$ cat config.mk
export PLATFORM = sky130hd
export DESIGN_NAME = snd_top
export DESIGN_NICKNAME = d
export VERILOG_FILES = /design/src/logic/snd_pkg.sv /design/src/logic/snd_voice_if.sv /design/src/logic/snd_ctrl_if.sv /design/src/logic/snd_top.sv /design/src/logic/snd_mixer.sv /design/src/logic/snd_voice_gen.sv /design/src/logic/snd_cmd_decode.sv
export VERILOG_INCLUDE_DIRS = /design/src /design/src/logic
export SDC_FILE = /design/constraint.sdc
export NUM_CORES = 1
export LEC_CHECK = 0
export BUFFER_PORTS_ARGS = -buffer_cell sky130_fd_sc_hd__buf_2
export CAP_MARGIN = 30
export CORE_ASPECT_RATIO = 1.2
export CORE_MARGIN = 3
export CORE_UTILIZATION = 35
export DETAILED_ROUTE_END_ITERATION = 7
export GPL_ROUTABILITY_DRIVEN = 0
export PLACE_DENSITY_LB_ADDON = 0.08
export SKIP_CTS_REPAIR_TIMING = 1
export SYNTH_ARGS = -nofsm -noshare
export SYNTH_HDL_FRONTEND = slang
export SYNTH_HIERARCHICAL = 1
export SYNTH_SLANG_ARGS = --single-unit
$ cat constraint.sdc
create_clock -name clk -period 14.2 [get_ports clk]
set_clock_uncertainty 0.2 [all_clocks]
set_input_delay 0.71 -clock clk [delete_from_list [all_inputs] [get_ports clk]]
set_output_delay 0.71 -clock clk [all_outputs]
set_load 0.01 [all_outputs]
$ cat src/logic/snd_macros.svh
`ifndef SND_MACROS_SVH
`define SND_MACROS_SVH

// clocks between sample ticks
`define SND_SAMPLE_DIV 16

// bytes in one PCM block, block number scales by this
`define SND_PCM_LEN 128

// sample ROM address bits
`define SND_PCM_AW 17

// gain after reset, 1.0 in 4.4
`define SND_GAIN_RESET 8'h10

`endif
$ cat src/logic/snd_pkg.sv
package snd_pkg;

    // command opcode, cmd_data[15:12]
    typedef enum logic [3:0] {
        OP_NOP         = 4'd0,
        OP_TONE_PERIOD = 4'd1,  // half period in ticks, 0 mutes
        OP_TONE_VOL    = 4'd2,  // volume in arg[7:0]
        OP_PCM_START   = 4'd3,  // block number in arg[9:0]
        OP_PCM_STOP    = 4'd4,
        OP_GAIN        = 4'd5   // 4.4 gain in arg[7:0]
    } snd_op_e;

    // command latch handshake
    typedef enum logic {
        IDLE  = 1'b0,  // waiting for req
        ACKED = 1'b1   // ack up, waiting for req to drop
    } snd_dec_state_e;

    // channel or mix sample
    typedef logic signed [15:0] snd_sample_t;

endpackage

$ cat src/logic/snd_voice_if.sv
// channel samples towards the mixer
interface snd_voice_if import snd_pkg::*; ();

    snd_sample_t ch_tone0;
    snd_sample_t ch_tone1;
    snd_sample_t ch_pcm;
    logic        tick;  // high the cycle after channels update

    modport gen (
        output ch_tone0, ch_tone1, ch_pcm, tick
    );

    modport mix (
        input ch_tone0, ch_tone1, ch_pcm, tick
    );

endinterface

$ cat src/logic/snd_ctrl_if.sv
// voice and gain settings, written by the command latch
interface snd_ctrl_if;

    logic [9:0] tone_period [2];  // half period, ticks
    logic [7:0] tone_vol    [2];
    logic [7:0] gain        [3];  // tone0, tone1, pcm, 4.4 format
    logic       pcm_start;        // one cycle pulse
    logic [9:0] pcm_block;        // valid with pcm_start
    logic       pcm_stop;         // one cycle pulse

    modport dec (
        output tone_period, tone_vol, gain,
        output pcm_start, pcm_block, pcm_stop
    );

    modport gen (
        input tone_period, tone_vol,
        input pcm_start, pcm_block, pcm_stop
    );

    // mixer only needs the gains
    modport mix (
        input gain
    );

endinterface

$ cat src/logic/snd_top.sv
`include "snd_macros.svh"

module snd_top import snd_pkg::*; (
    input  logic                   clk,
    input  logic                   rst,
    // command latch from main CPU
    input  logic                   cmd_req,
    input  logic [15:0]            cmd_data,
    output logic                   cmd_ack,
    // sample ROM
    output logic [`SND_PCM_AW-1:0] pcm_addr,
    output logic                   pcm_cs,
    input  logic [7:0]             pcm_data,
    input  logic                   pcm_ok,
    // sound out
    output snd_sample_t            snd,
    output logic                   sample,
    output logic                   peak
);

snd_ctrl_if  ctrl ();   // decode to voices and mixer
snd_voice_if voice ();  // voices to mixer

snd_cmd_decode u_dec (
    .clk      ( clk      ),
    .rst      ( rst      ),
    .cmd_req  ( cmd_req  ),
    .cmd_data ( cmd_data ),
    .cmd_ack  ( cmd_ack  ),
    .ctrl     ( ctrl.dec )
);

snd_voice_gen u_gen (
    .clk      ( clk       ),
    .rst      ( rst       ),
    .ctrl     ( ctrl.gen  ),
    .voice    ( voice.gen ),
    .pcm_addr ( pcm_addr  ),
    .pcm_cs   ( pcm_cs    ),
    .pcm_data ( pcm_data  ),
    .pcm_ok   ( pcm_ok    )
);

snd_mixer u_mix (
    .clk    ( clk       ),
    .rst    ( rst       ),
    .voice  ( voice.mix ),
    .ctrl   ( ctrl.mix  ),  // gains only
    .snd    ( snd       ),
    .sample ( sample    ),
    .peak   ( peak      )
);

endmodule

$ cat src/logic/snd_mixer.sv
module snd_mixer import snd_pkg::*; (
    input  logic        clk,
    input  logic        rst,
    snd_voice_if.mix    voice,
    snd_ctrl_if.mix     ctrl,
    output snd_sample_t snd,
    output logic        sample,
    output logic        peak
);

logic signed [22:0] mix_sum;  // full width, no overflow
logic               over;
logic               under;

// channel times 4.4 gain, fraction bits dropped
function automatic logic signed [20:0] weigh(input snd_sample_t ch, input logic [7:0] g);
    logic signed [24:0] prod;
    prod = ch * $signed({1'b0, g});
    return prod[24:4];
endfunction

assign mix_sum = weigh(voice.ch_tone0, ctrl.gain[0])
               + weigh(voice.ch_tone1, ctrl.gain[1])
               + weigh(voice.ch_pcm,   ctrl.gain[2]);
assign over    = mix_sum > 23'sd32767;
assign under   = mix_sum < -23'sd32768;

always_ff @(posedge clk) begin
    if (rst) begin
        snd    <= '0;
        sample <= 1'b0;
        peak   <= 1'b0;
    end else begin
        sample <= voice.tick;  // one cycle strobe
        if (voice.tick) begin
            peak <= over || under;  // held with snd
            if (over)
                snd <= 16'sh7fff;
            else if (under)
                snd <= 16'sh8000;
            else
                snd <= mix_sum[15:0];
        end
    end
end

// tick spacing keeps the strobe isolated
a_sample_pulse: assert property (
    @(posedge clk) disable iff (rst)
    sample |=> !sample
);

endmodule

$ cat src/logic/snd_voice_gen.sv
`include "snd_macros.svh"

module snd_voice_gen import snd_pkg::*; (
    input  logic        clk,
    input  logic        rst,
    snd_ctrl_if.gen     ctrl,
    snd_voice_if.gen    voice,
    output logic [16:0] pcm_addr,
    output logic        pcm_cs,
    input  logic [7:0]  pcm_data,
    input  logic        pcm_ok
);

localparam int DIV   = `SND_SAMPLE_DIV;
localparam int DIV_W = $clog2(DIV);
localparam int LEN   = `SND_PCM_LEN;
localparam int CNT_W = $clog2(LEN + 1);
localparam int AW    = `SND_PCM_AW;

logic [DIV_W-1:0] div_cnt;
logic             tick_now;  // this edge is the tick edge

// tone voices
logic [9:0]  tone_cnt    [2];
logic [9:0]  last_period [2];
logic        tone_ph     [2];  // 1 means negative half
logic [9:0]  cnt_nx      [2];
logic        ph_nx       [2];
snd_sample_t tone_q      [2];

// pcm voice
logic [AW-1:0]    pcm_ptr;   // next address to fetch
logic [CNT_W-1:0] pcm_cnt;   // accepted bytes in block
logic             playing;
logic             cur;       // pending fetch belongs to this block
logic [7:0]       held;
logic             fresh;     // held byte not shown yet
logic             accept;
logic             issue;
snd_sample_t      ch_pcm_q;

assign tick_now = (div_cnt == DIV_W'(DIV - 1));
assign accept   = pcm_cs && pcm_ok;
// start or stop on the tick edge wins over a new fetch
assign issue    = tick_now && playing && !pcm_cs && !ctrl.pcm_start && !ctrl.pcm_stop;

always_ff @(posedge clk) begin
    if (rst) begin
        div_cnt    <= '0;
        voice.tick <= 1'b0;
    end else begin
        div_cnt    <= tick_now ? '0 : div_cnt + 1'b1;
        voice.tick <= tick_now;  // channels are already new
    end
end

always_comb begin
    for (int i = 0; i < 2; i++) begin
        cnt_nx[i] = tone_cnt[i] + 10'd1;
        ph_nx[i]  = tone_ph[i];
        if (ctrl.tone_period[i] == '0) begin  // muted
            cnt_nx[i] = '0;
            ph_nx[i]  = 1'b0;
        end else if (ctrl.tone_period[i] != last_period[i]) begin
            cnt_nx[i] = '0;  // new period restarts count
        end else if (cnt_nx[i] >= ctrl.tone_period[i]) begin
            cnt_nx[i] = '0;
            ph_nx[i]  = ~tone_ph[i];  // half period done
        end
    end
end

always_ff @(posedge clk) begin
    if (rst) begin
        for (int i = 0; i < 2; i++) begin
            tone_cnt[i]    <= '0;
            last_period[i] <= '0;
            tone_ph[i]     <= 1'b0;
            tone_q[i]      <= '0;
        end
    end else if (tick_now) begin
        for (int i = 0; i < 2; i++) begin
            tone_cnt[i]    <= cnt_nx[i];
            tone_ph[i]     <= ph_nx[i];
            last_period[i] <= ctrl.tone_period[i];
            if (ctrl.tone_period[i] == '0)
                tone_q[i] <= '0;
            else if (ph_nx[i])
                tone_q[i] <= -snd_sample_t'({2'b00, ctrl.tone_vol[i], 6'b0});  // vol*64
            else
                tone_q[i] <= snd_sample_t'({2'b00, ctrl.tone_vol[i], 6'b0});
        end
    end
end

assign voice.ch_tone0 = tone_q[0];
assign voice.ch_tone1 = tone_q[1];

always_ff @(posedge clk) begin
    if (rst) begin
        pcm_cs   <= 1'b0;
        pcm_addr <= '0;
        pcm_ptr  <= '0;
        pcm_cnt  <= '0;
        playing  <= 1'b0;
        cur      <= 1'b0;
        fresh    <= 1'b0;
        ch_pcm_q <= '0;
    end else begin
        if (tick_now) begin
            if (!playing)
                ch_pcm_q <= '0;
            else if (fresh)
                ch_pcm_q <= {held, 8'h00};  // byte*256
            fresh <= 1'b0;  // stalled fetch keeps old sample
        end
        if (issue) begin
            pcm_cs   <= 1'b1;
            pcm_addr <= pcm_ptr;  // held until pcm_ok
            cur      <= 1'b1;
        end
        if (accept) begin
            pcm_cs <= 1'b0;
            cur    <= 1'b0;
            if (cur) begin
                held    <= pcm_data;
                fresh   <= 1'b1;
                pcm_ptr <= pcm_ptr + 1'b1;
                pcm_cnt <= pcm_cnt + 1'b1;
                if (pcm_cnt == CNT_W'(LEN - 1)) playing <= 1'b0;  // block done
            end
        end
        if (ctrl.pcm_stop) begin
            playing <= 1'b0;
            cur     <= 1'b0;  // pending fetch finishes, byte dropped
        end
        if (ctrl.pcm_start) begin
            pcm_ptr <= AW'(ctrl.pcm_block) * AW'(LEN);
            pcm_cnt <= '0;
            playing <= 1'b1;
            cur     <= 1'b0;
            fresh   <= 1'b0;
        end
    end
end

assign voice.ch_pcm = ch_pcm_q;

// ROM request must hold still until answered
a_addr_stable: assert property (
    @(posedge clk) disable iff (rst)
    pcm_cs && !pcm_ok |=> pcm_cs && $stable(pcm_addr)
);

endmodule

$ cat src/logic/snd_cmd_decode.sv
`include "snd_macros.svh"

module snd_cmd_decode import snd_pkg::*; (
    input  logic        clk,
    input  logic        rst,
    input  logic        cmd_req,
    input  logic [15:0] cmd_data,
    output logic        cmd_ack,
    snd_ctrl_if.dec     ctrl
);

snd_dec_state_e state;
snd_op_e        op;
logic [1:0]     ch;   // 0,1 tones, 2 pcm
logic [9:0]     arg;

assign op      = snd_op_e'(cmd_data[15:12]);
assign ch      = cmd_data[11:10];
assign arg     = cmd_data[9:0];
assign cmd_ack = (state == ACKED);  // ack is the state bit itself

always_ff @(posedge clk) begin
    if (rst) begin
        state          <= IDLE;
        ctrl.pcm_start <= 1'b0;
        ctrl.pcm_stop  <= 1'b0;
        for (int i = 0; i < 2; i++) begin
            ctrl.tone_period[i] <= '0;
            ctrl.tone_vol[i]    <= '0;
        end
        for (int i = 0; i < 3; i++) begin
            ctrl.gain[i] <= `SND_GAIN_RESET;
        end
    end else begin
        ctrl.pcm_start <= 1'b0;  // pulses last one cycle
        ctrl.pcm_stop  <= 1'b0;
        case (state)
            IDLE: begin
                if (cmd_req) begin  // data is stable while req is up
                    state <= ACKED;
                    case (op)
                        OP_TONE_PERIOD: begin
                            if (!ch[1]) ctrl.tone_period[ch[0]] <= arg;
                        end
                        OP_TONE_VOL: begin
                            if (!ch[1]) ctrl.tone_vol[ch[0]] <= arg[7:0];
                        end
                        OP_PCM_START: begin
                            ctrl.pcm_start <= 1'b1;
                            ctrl.pcm_block <= arg;
                        end
                        OP_PCM_STOP: ctrl.pcm_stop <= 1'b1;
                        OP_GAIN: begin
                            if (ch != 2'd3) ctrl.gain[ch] <= arg[7:0];  // ch 3 unused
                        end
                        default: ;  // NOP and unknown codes
                    endcase
                end
            end
            ACKED: begin
                if (!cmd_req) state <= IDLE;  // host released, drop ack
            end
            default: state <= IDLE;
        endcase
    end
end

// host side must see ack until it lets go of req
a_ack_holds: assert property (
    @(posedge clk) disable iff (rst)
    cmd_ack && cmd_req |=> cmd_ack
);

endmodule

# After elaboration in Yosys (flattened, before gate mapping)
# Memory sizes are Yosys's and may differ from the RTL's.
# Index checks and enable logic that the tools add are counted.
[word_totals]
ff_bits = 166
mem_bits_rw = 74
input_bits = 28
out_inout_bits = 37
elab_cells = 197
n_memories = 4
[mem_list]
columns = ["name", "words", "word_bits", "read_ports", "rd_clocked_by_memory_dff", "write_ports", "line_no", "source"]
rows = [
  ["u_gen.tone_q", 2, 16, 2, 0, 2, "snd_voice_gen.sv:29", "snd_sample_t tone_q [2];"],
  ["u_gen.last_period", 2, 10, 2, 0, 2, "snd_voice_gen.sv:25", "logic [9:0] last_period [2];"],
  ["u_gen.tone_cnt", 2, 10, 2, 0, 2, "snd_voice_gen.sv:24", "logic [9:0] tone_cnt [2];"],
  ["u_gen.tone_ph", 2, 1, 2, 0, 2, "snd_voice_gen.sv:26", "logic tone_ph [2];"],
]
[classes]
n_addsub = 9
multipliers = 3
magnitude_cmp = 8
n_eq_ne = 11
n_mux = 84
bitwise_logic = 20
n_reduce_logical = 32
[op_table]
columns = ["operator", "count"]
rows = [
  ["$mux W16", 10],
  ["$mux W10", 11],
  ["$mul A16 B9 Y25", 3],
  ["$mux W1", 52],
  ["$mux W17", 3],
  ["$neg A14 Y16", 2],
  ["$bwmux W24", 1],
  ["$add A22 B21 Y23", 1],
  ["$gt A23 B16 Y1 const B", 1],
  ["$lt A23 B16 Y1 const B", 1],
  ["$add A21 B21 Y22", 1],
  ["$add A10 B1 Y10 const B", 2],
  ["$bwmux W20", 1],
  ["$ge A10 B10 Y1", 2],
  ["$logic_not A10 Y1", 2],
  ["$ne A10 B10 Y1", 2],
  ["$add A17 B1 Y17 const B", 1],
  ["$bwmux W16", 1],
  ["$demux W8 S2", 1],
  ["$mux W8", 2],
  ["$reduce_and A4 Y1", 4],
  ["$or A1 B1 Y1", 12],
  ["$demux W10 S1", 1],
  ["$reduce_bool A3 Y1", 3],
  ["other kinds (25)", 47],
]

# Logic depth before layout (Yosys ltp)
# Gate-level depths: netlist (run 1).
[logic_depth]
ltp_word = 12
ltp_mapped = 35

# Hierarchy
# The synthesis (run 1) kept the hierarchy.
[modules_own_cells]
columns = ["mod", "instances", "cells_per_inst", "area_each_um2", "seq_area_each_um2"]
rows = [
  ["snd_mixer", 1, 1820, 15861.5, 360.3],
  ["snd_voice_gen", 1, 675, 6673.9, 3283.1],
  ["snd_cmd_decode", 1, 236, 2807.7, 1561.5],
]

# Least setup slack after synthesis (run 1)
# Ideal clock, no wire load.
[synth_timing]
path_type = "reg-to-reg"
from = "register u_dec.ctrl.gain[2]"
to = "register u_mix.snd[12]"
t_arrival_ps = 7235
t_required_ps = 13921
path_slack_ps = 6685
path_stages_with_launch = 30
n_path_buf = 2
synth_period_minus_slack_ps = 7515
cell_sequence = "dfxtp_1 -> clkbuf_1 -> nand2_1 -> fa_1 -> inv_1 -> fa_1 -> fa_1 -> inv_1 -> fa_1 -> inv_1 -> ha_1 -> nor3_1 -> a2111oi_0 -> or4_1 -> a21oi_1 -> xor2_1 -> fa_1 -> inv_1 -> ha_1 -> a21o_1 -> a21o_1 -> a21oi_1 -> o31ai_4 -> a31oi_4 -> a21oi_2 -> xnor2_1 -> o41ai_4 -> buf_6 -> nand2_2 -> a211oi_2"
[synth_between]
elab_chain_cells = 5
[synth_rtl]
columns = ["element", "line_no", "source"]
rows = [
  ["from (decl)", "snd_ctrl_if.sv:12", "output tone_period, tone_vol, gain,"],
  ["from (signal, indexed assignment)", "snd_cmd_decode.sv:32", "ctrl.gain[i] <= `SND_GAIN_RESET;"],
  ["from (signal, indexed assignment)", "snd_cmd_decode.sv:54", "if (ch != 2'd3) ctrl.gain[ch] <= arg[7:0];"],
  ["$mul A16 B9 Y25 (*)", "snd_mixer.sv:18", "prod = ch * $signed({1'b0, g});"],
  ["$add A22 B21 Y23 (*)", "snd_mixer.sv:24", "+ weigh(voice.ch_pcm, ctrl.gain[2]);"],
  ["$lt A23 B16 Y1", "snd_mixer.sv:26", "assign under = mix_sum < -23'sd32768;"],
  ["$mux W16", "snd_mixer.sv:39", "else if (under)"],
  ["$mux W16 (*)", "snd_mixer.sv:37", "if (over)"],
  ["to (signal assigned)", "snd_mixer.sv:42", "snd <= mix_sum[15:0];"],
  ["to (decl)", "snd_mixer.sv:6", "output snd_sample_t snd,"],
]
# Every way passes the cells marked *; elsewhere a longest branch is shown, timed or not.
# A chain may end at the register's enable or synchronous reset.

# Final worst setup path (run 1)
[layout_timing]
from = "register u_dec.ctrl.gain[0]"
to = "register u_mix.snd[4]"
# Same word-level chain as after synthesis.

==> results of run 1 <==
==> cell type report <==
class,instances,share of cell area
Sequential cell,220,0.190
Tap cell,926,0.0424
Antenna cell,1,0.0000916
Timing Repair Buffer,71,0.0139
Inverter,478,0.0657
Multi-Input combinational cell,1965,0.656
Clock buffer,42,0.0279
Clock inverter,8,0.00362
==> worst register-to-register path, cell delays in order (launching register included) <==
cell	delay [ns]
dfxtp_1	0.76
nand2_1	0.28
fa_1	0.71
inv_1	0.16
fa_1	0.48
fa_1	0.57
fa_1	0.41
ha_1	0.39
nand3_1	0.09
a2111oi_0	0.52
or4_1	0.21
a21oi_1	0.10
xor2_1	0.21
fa_1	0.56
inv_1	0.04
ha_1	0.39
a21o_1	0.21
a21o_1	0.17
a21oi_1	0.24
o31ai_4	0.12
a31oi_4	0.20
a211oi_1	0.13
o31ai_2	0.59
a41oi_2	0.22
nor2b_4	0.47
a211oi_1	0.15
==> per-layer routing <==
| layer | track usage | wire length (um) |
|---|---|---|
| met1 | 0.213 | 27600 |
| met2 | 0.306 | 31100 |
| met3 | 0.0139 | 1260 |
| met4 | 0.0391 | 1350 |
| met5 | 0 | 0 |
==> worst paths after layout <==
kind	from	to	slack (ns)	cells after the start
setup / recovery	u_dec/ctrl.gain[0]$_SDFFE_PP0P_	u_mix/snd[4]$_SDFFE_PP0P_	5.48	25
hold / removal	pcm_data[0]	u_gen/held[0]$_DFFE_PP_	0.13	1
setup reg to reg	u_dec/ctrl.gain[0]$_SDFFE_PP0P_	u_mix/snd[4]$_SDFFE_PP0P_	5.48	25
hold reg to reg	u_gen/div_cnt[0]$_SDFF_PP0_	u_gen/div_cnt[0]$_SDFF_PP0_	0.25	1
==> cell usage after synthesis (13+ instances only) <==
library cell  number  area share
a211oi_1          17      0.0050
a21o_1            24      0.0071
a21oi_1           91       0.018
and2_1           205       0.051
and3_1            20      0.0049
buf_4             20      0.0059
clkbuf_1          47      0.0070
dfxtp_1          140        0.11
edfxtp_1          80       0.095
fa_1             328        0.26
ha_1             189       0.093
inv_1            478       0.071
mux2i_1           91       0.036
nand2_1          299       0.044
nand2b_1          85       0.021
nand3_1           41      0.0081
nand4_1           18      0.0044
nor2_1           129       0.019
nor2b_1           32      0.0079
nor3_1            22      0.0043
o21ai_0           23      0.0045
or3_1             13      0.0032
xnor2_1           86       0.030
xor2_1            56       0.019
==> logic make-up (layout without fill, tap and decap cells) <==
logic type / after synthesis / in the layout / share of synthesized area
buffers and inverters: 565 / 599 / 0.0902
adder cells (fa/ha/maj): 517 / 517 / 0.352
AO/OA/AOI/OAI: 241 / 241 / 0.0678
other: 1 / 21 / 0.000148
XOR/XNOR: 145 / 145 / 0.0510
AND/OR/NAND/NOR: 951 / 951 / 0.197
flip-flops: 220 / 220 / 0.205
multiplexers: 91 / 91 / 0.0359
==> power breakdown <==
group	internal [mW]	switching, mW	leakage [nW]	total [mW]
logic	0.0950	0.154	10.7	0.249
registers	0.660	0.0115	1.93	0.672
clock network	0.404	0.277	0.415	0.681
total	1.16	0.443	13.1	1.60
==> state kept, by name, indices dropped and copies added (netlist names), 10 cells and up <==
register	count
u_dec/ctrl.gain	24
u_dec/ctrl.pcm_block	10
u_dec/ctrl.tone_period	20
u_dec/ctrl.tone_vol	16
u_gen/last_period	20
u_gen/pcm_addr	17
u_gen/pcm_ptr	17
u_gen/tone_cnt	20
u_gen/tone_q	20
u_mix/snd	16
==> stage by stage <==
step | setup WS, ns | std cells | utilization | instance area [um^2] | hold slack [ns]
2_1_floorplan | 6.69 | 2750 | - | 25400 | 0.192
4_1_cts | 5.31 | 3709 | 0.383 | 27300 | 0.0738
5_1_grt | 4.82 | 3710 | 0.383 | 27300 | 0.0929
3_3_place_gp | 5.50 | 3657 | 0.371 | 26400 | 0.229
6_report | 5.48 | 3711 | 0.383 | 27300 | 0.126
3_5_place_dp | 5.41 | 3659 | 0.371 | 26500 | 0.242
==> metrics.md, run 1 <==
| Metric | Value |
|---|---|
| Final nets | `3308` |
| Clk sinks | `220` |
| Multi-input gate area | `~18000 um^2` |
| Setup-failing EPs final | `0` |
| Worst Setup Path Type | `flop to flop` |
| Hold Crit Class | `input port to flop` |
| DP HPWL | `49700 um` |
| PwrDens | `58.6 nW/um^2` |
| Crit path max fanout | `16` |
| Crit path DAT | `8.94 ns` |
| GRT overflow | `0` |
| Yosys reg bits | `220` |
| GRT Total Usage | `0.167` |
| Post-synth EDFFs | `80` |
| Die Wd | `252 um` |
| Area growth syn-to-layout | `7.84%` |
| Slew Limit Fails | `0` |
| Fillers | `7236` |
| DR DRC count | `0` |
| Worst-Skew Late Latency | `0.56 ns` |
| Synthesis Warnings | `6` |
| Max_slew headroom | `0.392` |
| IO Count | `65` |
| Initial antenna violation count | `0` |
| Total number of H-tree levels | `1` |
| Tcrit/Tclk final | `0.614` |
| DRT iter0 DRCs | `~660` |
| Critical path's top delay family | `adder cells` |
| Seq/Total Area, Yosys | `0.205` |
| Largest net degree at the start of global routing | `just over 60` |
| Router iterations before antenna repair | `5` |
| Fmax | `115 MHz` |
| Most frequent cells in the layout | `inv_1, fa_1, nand2_1` |
| CTS tree | `built` |
| FP Rows | `107` |
| Status | `finished clean` |
| Die area | `75700 um^2` |
| Reg clk slew, reported paths | `0.07 ns` |
| Synthesized area | `25300 um^2` |
| Sum Neg Setup Slack | `0 ns` |
| Slew @ Worst Pin | `~0.91 ns` |
| Netlist cell types | `97` |
| Leak pwr | `13.1 nW` |
| Sequential Area | `5200 um^2` |
| Routed wire per std cell | `16.5 um` |
| Min cycle time layout | `8.72 ns` |
| FFs w/ async S/R, synth | `0` |
| Starting density of the core | `0.355` |
| Vias | `17.7k` |
| Max stage delay cell, worst path | `dfxtp_1` |
| DIE HEIGHT | `301 um` |
| Port Buf Inserts | `64` |
| Antenna viol nets, final | `0` |
| Fraction of layout cells with a size suffix above 1 | `0.0668` |
| Post-Synthesis Cells | `2731` |
| Crit path capture type | `flop` |
| CP Buf/Inv Count | `2` |
| First-pass GRT wire length | `102000 um` |
| Cell mode on critical path | `fa_1` |
| Max incr delay on CP | `0.76 ns` |
| CTS Buf Count | `27` |
| Clock Path Buffers | `3` |
| Most common cell after layout, fill and taps aside | `inv_1` |
| Average via count per standard cell | `4.78` |
| CTS Root Cell | `clkbuf_16` |
| Unrepaired setup endpoints after global routing | `no` |
| Core Area | `about 71000 um^2` |
| Top_reg_cell synth | `dfxtp_1` |
| Pwr Total | `1.60 mW` |
| Critical Path RT | `14.42 ns` |
| Synthesized area per cell | `9.28 um^2` |
| Final hold vios | `0` |
| Peak supply drop | `0.0755 mV` |
| Max_cap viols | `0` |
| CP startpoint kind | `flop` |
| Vias in the first global route | `19.2k` |
| Final WL | `between 60000 and 70000 um` |
Note: power is estimated with default switching activity, not from simulation.
==> run 2, diff against run 1 <==
==> constraint.sdc (replaced) <==
create_clock -name clk -period 8.3 [get_ports clk]
set_clock_uncertainty 0.2 [all_clocks]
set_input_delay 0.415 -clock clk [delete_from_list [all_inputs] [get_ports clk]]
set_output_delay 0.415 -clock clk [all_outputs]
set_load 0.01 [all_outputs]
==> run 2 against run 1 <==
  * Total power rose by 77%
  * Core utilization rose by 0.83 points
  * Critical path depth rose by 1
  * Design area rose by 2.2%
  * Worst setup slack got worse by 5.0 ns
  * Non-clock buffer count rose by 55
  * Flip-flop and latch count did not move
  * Count of clock-buffer cells in the layout fell by 3
  * Largest cell class unchanged
==> metrics.md, run 2 (synthesized netlist as in run 1, its figures left out) <==
| Metric | Value |
|---|---|
| Status | `finished clean` |
| Total number of H-tree levels | `1 (unchanged)` |
| PwrDens | `102 nW/um^2 (+73%)` |
| ANT cells | `0 (-1)` |
| Antenna viol nets, final | `0 (unchanged)` |
| Largest net degree at the start of global routing | `68 (+11%)` |
| RR Startpoint | `u_gen/tone_q[0][6]$_SDFFCE_PN0P_` |
| DRT iter0 DRCs | `681 (+3.7%)` |
| Switching Share | `0.280 (+0.00358)` |
| Most common cell after layout, fill and taps aside | `inv_1` |
| Fraction of layout cells with a size suffix above 1 | `0.0834 (+0.0166)` |
| Fmax | `127 MHz (+11%)` |
| Met2 GRT Util | `0.311 (+0.00492)` |
| IO Count | `65 (unchanged)` |
| Setup-failing EPs final | `0 (unchanged)` |
| Tcrit/Tclk final | `0.946 (+0.332)` |
| Max_cap viols | `0 (unchanged)` |
| Vias | `18.0k (+1.6%)` |
| Max stage delay cell, worst path | `fa_1` |
| Biggest register | `u_dec/ctrl.gain` |
| Cell mode on critical path | `fa_1` |
| Slew @ Worst Pin | `1.01 ns (+0.0946 ns)` |
| DP HPWL | `51200 um (+3.1%)` |
| Critical Path RT | `8.58 ns (-5.84 ns)` |
| First-pass GRT wire length | `103000 um (+1.2%)` |
| Reg clk slew, reported paths | `0.06 ns (about the same)` |
| Die area | `75700 um^2 (unchanged)` |
| Routed wire per std cell | `16.8 um (+2.0%)` |
| Crit path DAT | `8.13 ns (-0.81 ns)` |
| Average via count per standard cell | `4.78 (about the same)` |
| Starting density of the core | `0.355 (unchanged)` |
| CTS Root Cell | `clkbuf_16` |
| Hold Crit Start | `cmd_data[14]` |
| Slew Limit Fails | `0 (unchanged)` |
| Initial antenna violation count | `2 (+2)` |
| Crit path max fanout | `14 (-2)` |
| CTS Buf Count | `28 (+3.7%)` |
| Router iterations before antenna repair | `5 (unchanged)` |
| Pwr Total | `2.84 mW (+77%)` |
| Hold_ws | `0.0366 ns (-0.0890 ns)` |
| DR DRC count | `0 (unchanged)` |
| Hold Crit Class | `input port to flop` |
| Critical path's top delay family | `adder cells` |
| Critical path depth in cells | `26 (+4.0%)` |
| Sum Neg Setup Slack | `0 ns (unchanged)` |
| GRT Total Usage | `0.171 (+0.00405)` |
| Most Crowded Layer GR | `met2` |
| Peak supply drop | `0.132 mV (+75%)` |
| Clk sinks | `220 (unchanged)` |
| FP Rows | `107 (unchanged)` |
| Most frequent cells in the layout | `inv_1, fa_1, nand2_1` |
| Inst Count DP | `3687 (+0.77%)` |
| Max_slew headroom | `0.329 (-0.0631)` |
| R2R cell count | `26 (+4.0%)` |
| Reg2Reg Setup Slack | `0.45 ns (-5.03 ns)` |
| CTS tree | `built` |
| Area growth syn-to-layout | `10.2%` |
| Setup crit start | `u_gen/tone_q[0][6]$_SDFFCE_PN0P_` |
| DIE HEIGHT | `301 um (unchanged)` |
| Die Wd | `252 um (unchanged)` |
| Final WL | `63400 um (+3.5%)` |
| Max incr delay on CP | `0.55 ns (-0.21 ns)` |
| CP Buf/Inv Count | `4 (+2)` |
| Worst-Skew Late Latency | `0.57 ns (about the same)` |
| Clock Path Buffers | `3 (unchanged)` |
| Core Area | `71400 um^2 (unchanged)` |
| Number of flip-flops in the largest register | `24 (unchanged)` |
| Internal power | `2.04 mW (+76%)` |
| GRT overflow | `0 (unchanged)` |
| Port Buf Inserts | `64 (unchanged)` |
| Hold path depth | `2 (+1)` |
| Vias in the first global route | `19.0k (-0.92%)` |
| Leak pwr | `13.4 nW (+2.5%)` |
| Crit path capture type | `flop` |
| Non-filler instance count after layout | `3767 (+1.5%)` |
| Final nets | `3364 (+1.7%)` |
| CP startpoint kind | `flop` |
| Worst Setup Path Type | `flop to flop` |
| Clock power share | `0.441 (+0.016)` |
| Switch Pwr | `0.795 mW (+79%)` |
| GR Util met1 | `0.217 (+0.00447)` |
| Final hold vios | `0 (unchanged)` |
| Min cycle time layout | `7.85 ns (-0.866 ns)` |
| Seq pwr share | `0.404 (-0.015)` |
| Combinational power share | `0.155 (about the same)` |
| M3 GR Usage | `0.0191 (+0.00518)` |
[run 2: changes by cell type in the layout (fill, tap and decap cells not counted), sizes merged, moves of 2 or more]
cell and change:
clkinv +4, buf +32, dlygate4sd3 +23, inv +2, clkbuf -3
[run 2: worst paths after layout]
kind / endpoint
max: u_mix/snd[4]$_SDFFE_PP0P_
min: u_dec/ctrl.pcm_stop$_SDFF_PP0_
max reg2reg: u_mix/snd[4]$_SDFFE_PP0P_
min reg2reg: u_gen/div_cnt[0]$_SDFF_PP0_
[run 2: power groups by stage]
stage	Sequential (mW)	Clock [mW]	Combinational, mW
5_1_grt	1.15	1.34	0.493
6_report	1.15	1.25	0.439
4_1_cts	1.15	1.30	0.420
3_5_place_dp	1.17	0	0.417
2_1_floorplan	1.16	0	0.327
3_3_place_gp	1.17	0	0.416
[run 2: final cells by class]
cell class                      instances  area [um^2]
Inverter                              478         1790
Timing Repair Buffer                  126          866
Multi-Input combinational cell       1965        17900
Tap cell                              926         1160
Clock inverter                         13          138
Sequential cell                       220         5220
Clock buffer                           39          805
Fill cell                            7248        43400
[run 2: per-stage QoR]
stage               area, um^2  setup WS (ns)   util
global placement         26700          0.179  0.374
finish                   27900          0.450  0.391
CTS                      27600          0.151  0.387
floorplan                25400          0.785      -
global route             27900       -0.00565  0.391
detailed placement       26700          0.179  0.374
[run 2: metal layers]
metal | vias up | wire length [um]
met2 | 208 | 32500
met4 | 2 | 1300
met3 | 60 | 1660
met1 | 8948 | 27900
li1 | 8781 | -
met5 | - | 13
==> run 3, diff against run 2 <==
--- a/config.mk
+++ b/config.mk
@@ -8,12 +8,14 @@
 export LEC_CHECK = 0
 export BUFFER_PORTS_ARGS = -buffer_cell sky130_fd_sc_hd__buf_2
 export CAP_MARGIN = 30
+export CELL_PAD_IN_SITES_DETAIL_PLACEMENT = 1
+export CELL_PAD_IN_SITES_GLOBAL_PLACEMENT = 1
 export CORE_ASPECT_RATIO = 1.2
 export CORE_MARGIN = 3
 export CORE_UTILIZATION = 35
 export DETAILED_ROUTE_END_ITERATION = 7
 export GPL_ROUTABILITY_DRIVEN = 0
-export PLACE_DENSITY_LB_ADDON = 0.08
+export PLACE_DENSITY_LB_ADDON = 0.1
 export SKIP_CTS_REPAIR_TIMING = 1
 export SYNTH_ARGS = -nofsm -noshare
 export SYNTH_HDL_FRONTEND = slang
==> run 3 against run 2 <==
  * First-iteration DRC count fell by 22%
  * Core utilization is essentially flat
  * Global-route usage up 1.3 points
  * Sequential share of layout area is essentially flat
  * Non-clock buffer count down 6
  * Critical endpoint unchanged
  * Worst setup slack better by 0.014 ns
  * Total power is 0.44% higher
  * Clock power barely moved
  * Register-to-register slack is essentially flat
  * Flip-flop and latch count unchanged
==> metrics.md, run 3 (synthesized netlist as in run 1, its figures left out) <==
| Metric | Value |
|---|---|
| Vias | `18.3k (+1.8%)` |
| Number of flip-flops in the largest register | `24 (unchanged)` |
| Peak supply drop | `0.146 mV (+10%)` |
| DP HPWL | `55000 um (+7.4%)` |
| Post-layout util | `0.391 (-0.000421)` |
| DRT iter0 DRCs | `533 (-22%)` |
| Reg clk slew, reported paths | `0.06 ns (about the same)` |
| Tcrit/Tclk final | `0.944 (-0.00167)` |
| Die area | `75700 um^2 (unchanged)` |
| Largest net degree at the start of global routing | `76 (+12%)` |
| Final WL | `67800 um (+6.9%)` |
| Fmax | `128 MHz (+0.18%)` |
| GRT Total Usage | `0.184 (+0.0127)` |
| DIE HEIGHT | `301 um (unchanged)` |
| Initial antenna violation count | `2 (unchanged)` |
| Max_slew headroom | `0.366 (+0.0374)` |
| First-pass GRT wire length | `111000 um (+8.3%)` |
| Core Area | `71400 um^2 (unchanged)` |
| PwrDens | `102 nW/um^2 (+0.55%)` |
| Min cycle time layout | `7.84 ns (-0.0139 ns)` |
| Critical path's top delay family | `adder cells` |
| Port Buf Inserts | `64 (unchanged)` |
| Fraction of layout cells with a size suffix above 1 | `0.0830 (-0.000441)` |
| Sum Neg Setup Slack | `0 ns (unchanged)` |
| Most frequent cells in the layout | `inv_1, fa_1, nand2_1` |
| Non-filler instance count after layout | `3758 (-0.24%)` |
| Router iterations before antenna repair | `4 (-1)` |
| R2R cell count | `29 (+12%)` |
| CTS Buf Count | `27 (-3.6%)` |
| Pwr Total | `2.85 mW (+0.44%)` |
| Most common cell after layout, fill and taps aside | `inv_1` |
| Post-place setup slack | `0.0642 ns (-0.115 ns)` |
| Vias in the first global route | `20.6k (+8.4%)` |
| Fillers | `8234 (+14%)` |
| Area growth syn-to-layout | `10.1%` |
| Final nets | `3357 (-0.21%)` |
| Slew @ Worst Pin | `0.938 ns (-0.0688 ns)` |
| Hold Crit Class | `input port to flop` |
| Total number of H-tree levels | `1 (unchanged)` |
| Clock Path Buffers | `3 (unchanged)` |
| Max incr delay on CP | `0.54 ns (about the same)` |
| Max_cap viols | `0 (unchanged)` |
| ANT cells | `0 (unchanged)` |
| Max stage delay cell, worst path | `fa_1` |
| Crit path DAT | `8.03 ns (-0.10 ns)` |
| Post-layout worst setup margin | `0.464 ns (+0.0139 ns)` |
| Crit path capture type | `flop` |
| GRT overflow | `0 (unchanged)` |
| Average via count per standard cell | `4.87 (+2.0%)` |
| FP Rows | `107 (unchanged)` |
| IO Count | `65 (unchanged)` |
| Starting density of the core | `0.355 (unchanged)` |
| Clk sinks | `220 (unchanged)` |
| CP startpoint kind | `flop` |
| Critical Path RT | `8.49 ns (-0.09 ns)` |
| Status | `finished clean` |
| Routed wire per std cell | `18.0 um (+7.1%)` |
| CTS tree | `built` |
| CTS Root Cell | `clkbuf_16` |
| Leak pwr | `13.4 nW (-0.16%)` |
| Antenna viol nets, final | `0 (unchanged)` |
| Final hold vios | `0 (unchanged)` |
| Slew Limit Fails | `0 (unchanged)` |
| Critical path depth in cells | `29 (+12%)` |
| Crit path max fanout | `14 (unchanged)` |
| Setup-failing EPs final | `0 (unchanged)` |
| Biggest register | `u_dec/ctrl.gain` |
| CP Buf/Inv Count | `6 (+2)` |
| DR DRC count | `0 (unchanged)` |
| Inst Count DP | `3685 (-0.054%)` |
| Cell mode on critical path | `fa_1` |
| Die Wd | `252 um (unchanged)` |
| Hold path depth | `2 (unchanged)` |
| Worst-Skew Late Latency | `0.56 ns (about the same)` |
| Worst Setup Path Type | `flop to flop` |
-- run 3: area by class of cell --
cell class / instances / area, um^2 / area share
repair buffers: 120 / 817 / 0.0293
well taps: 926 / 1160 / 0.0415
clock buffers: 39 / 792 / 0.0284
clock inverters: 10 / 143 / 0.00511
inverters: 478 / 1790 / 0.0643
flip-flops and latches: 220 / 5220 / 0.187
multi-input cells: 1965 / 18000 / 0.644
-- run 3: layer usage --
layer	global-route usage	vias up	wire length, um
li1	-	8759	-
met1	0.225	9300	28600
met2	0.344	184	36000
met3	0.0185	72	1550
met4	0.0445	2	1590
met5	0	-	10
-- run 3: worst paths after layout --
kind	slack, ns	from	end
worst min-delay path	0.07	cmd_data[14]	u_dec/ctrl.pcm_stop$_SDFF_PP0_
worst min register to register	0.25	u_gen/pcm_addr[16]$_SDFFE_PP0P_	u_gen/pcm_addr[16]$_SDFFE_PP0P_
worst max register to register	0.46	u_dec/ctrl.gain[0]$_SDFFE_PP0P_	u_mix/snd[4]$_SDFFE_PP0P_
worst max-delay path	0.46	u_dec/ctrl.gain[0]$_SDFFE_PP0P_	u_mix/snd[4]$_SDFFE_PP0P_
-- run 3: power by group --
part / internal [mW] / switching, mW
logic: 0.171 / 0.271
clock network: 0.759 / 0.503
registers: 1.13 / 0.0177
total: 2.06 / 0.792
-- run 3: through the flow --
stage	hold slack (ns)	area [um^2]
final	0.0679	27900
after detailed placement	0.248	26700
after global placement	0.228	26600
after floorplan	0.192	25400
after CTS	-0.201	27600
after global routing	0.0446	27900
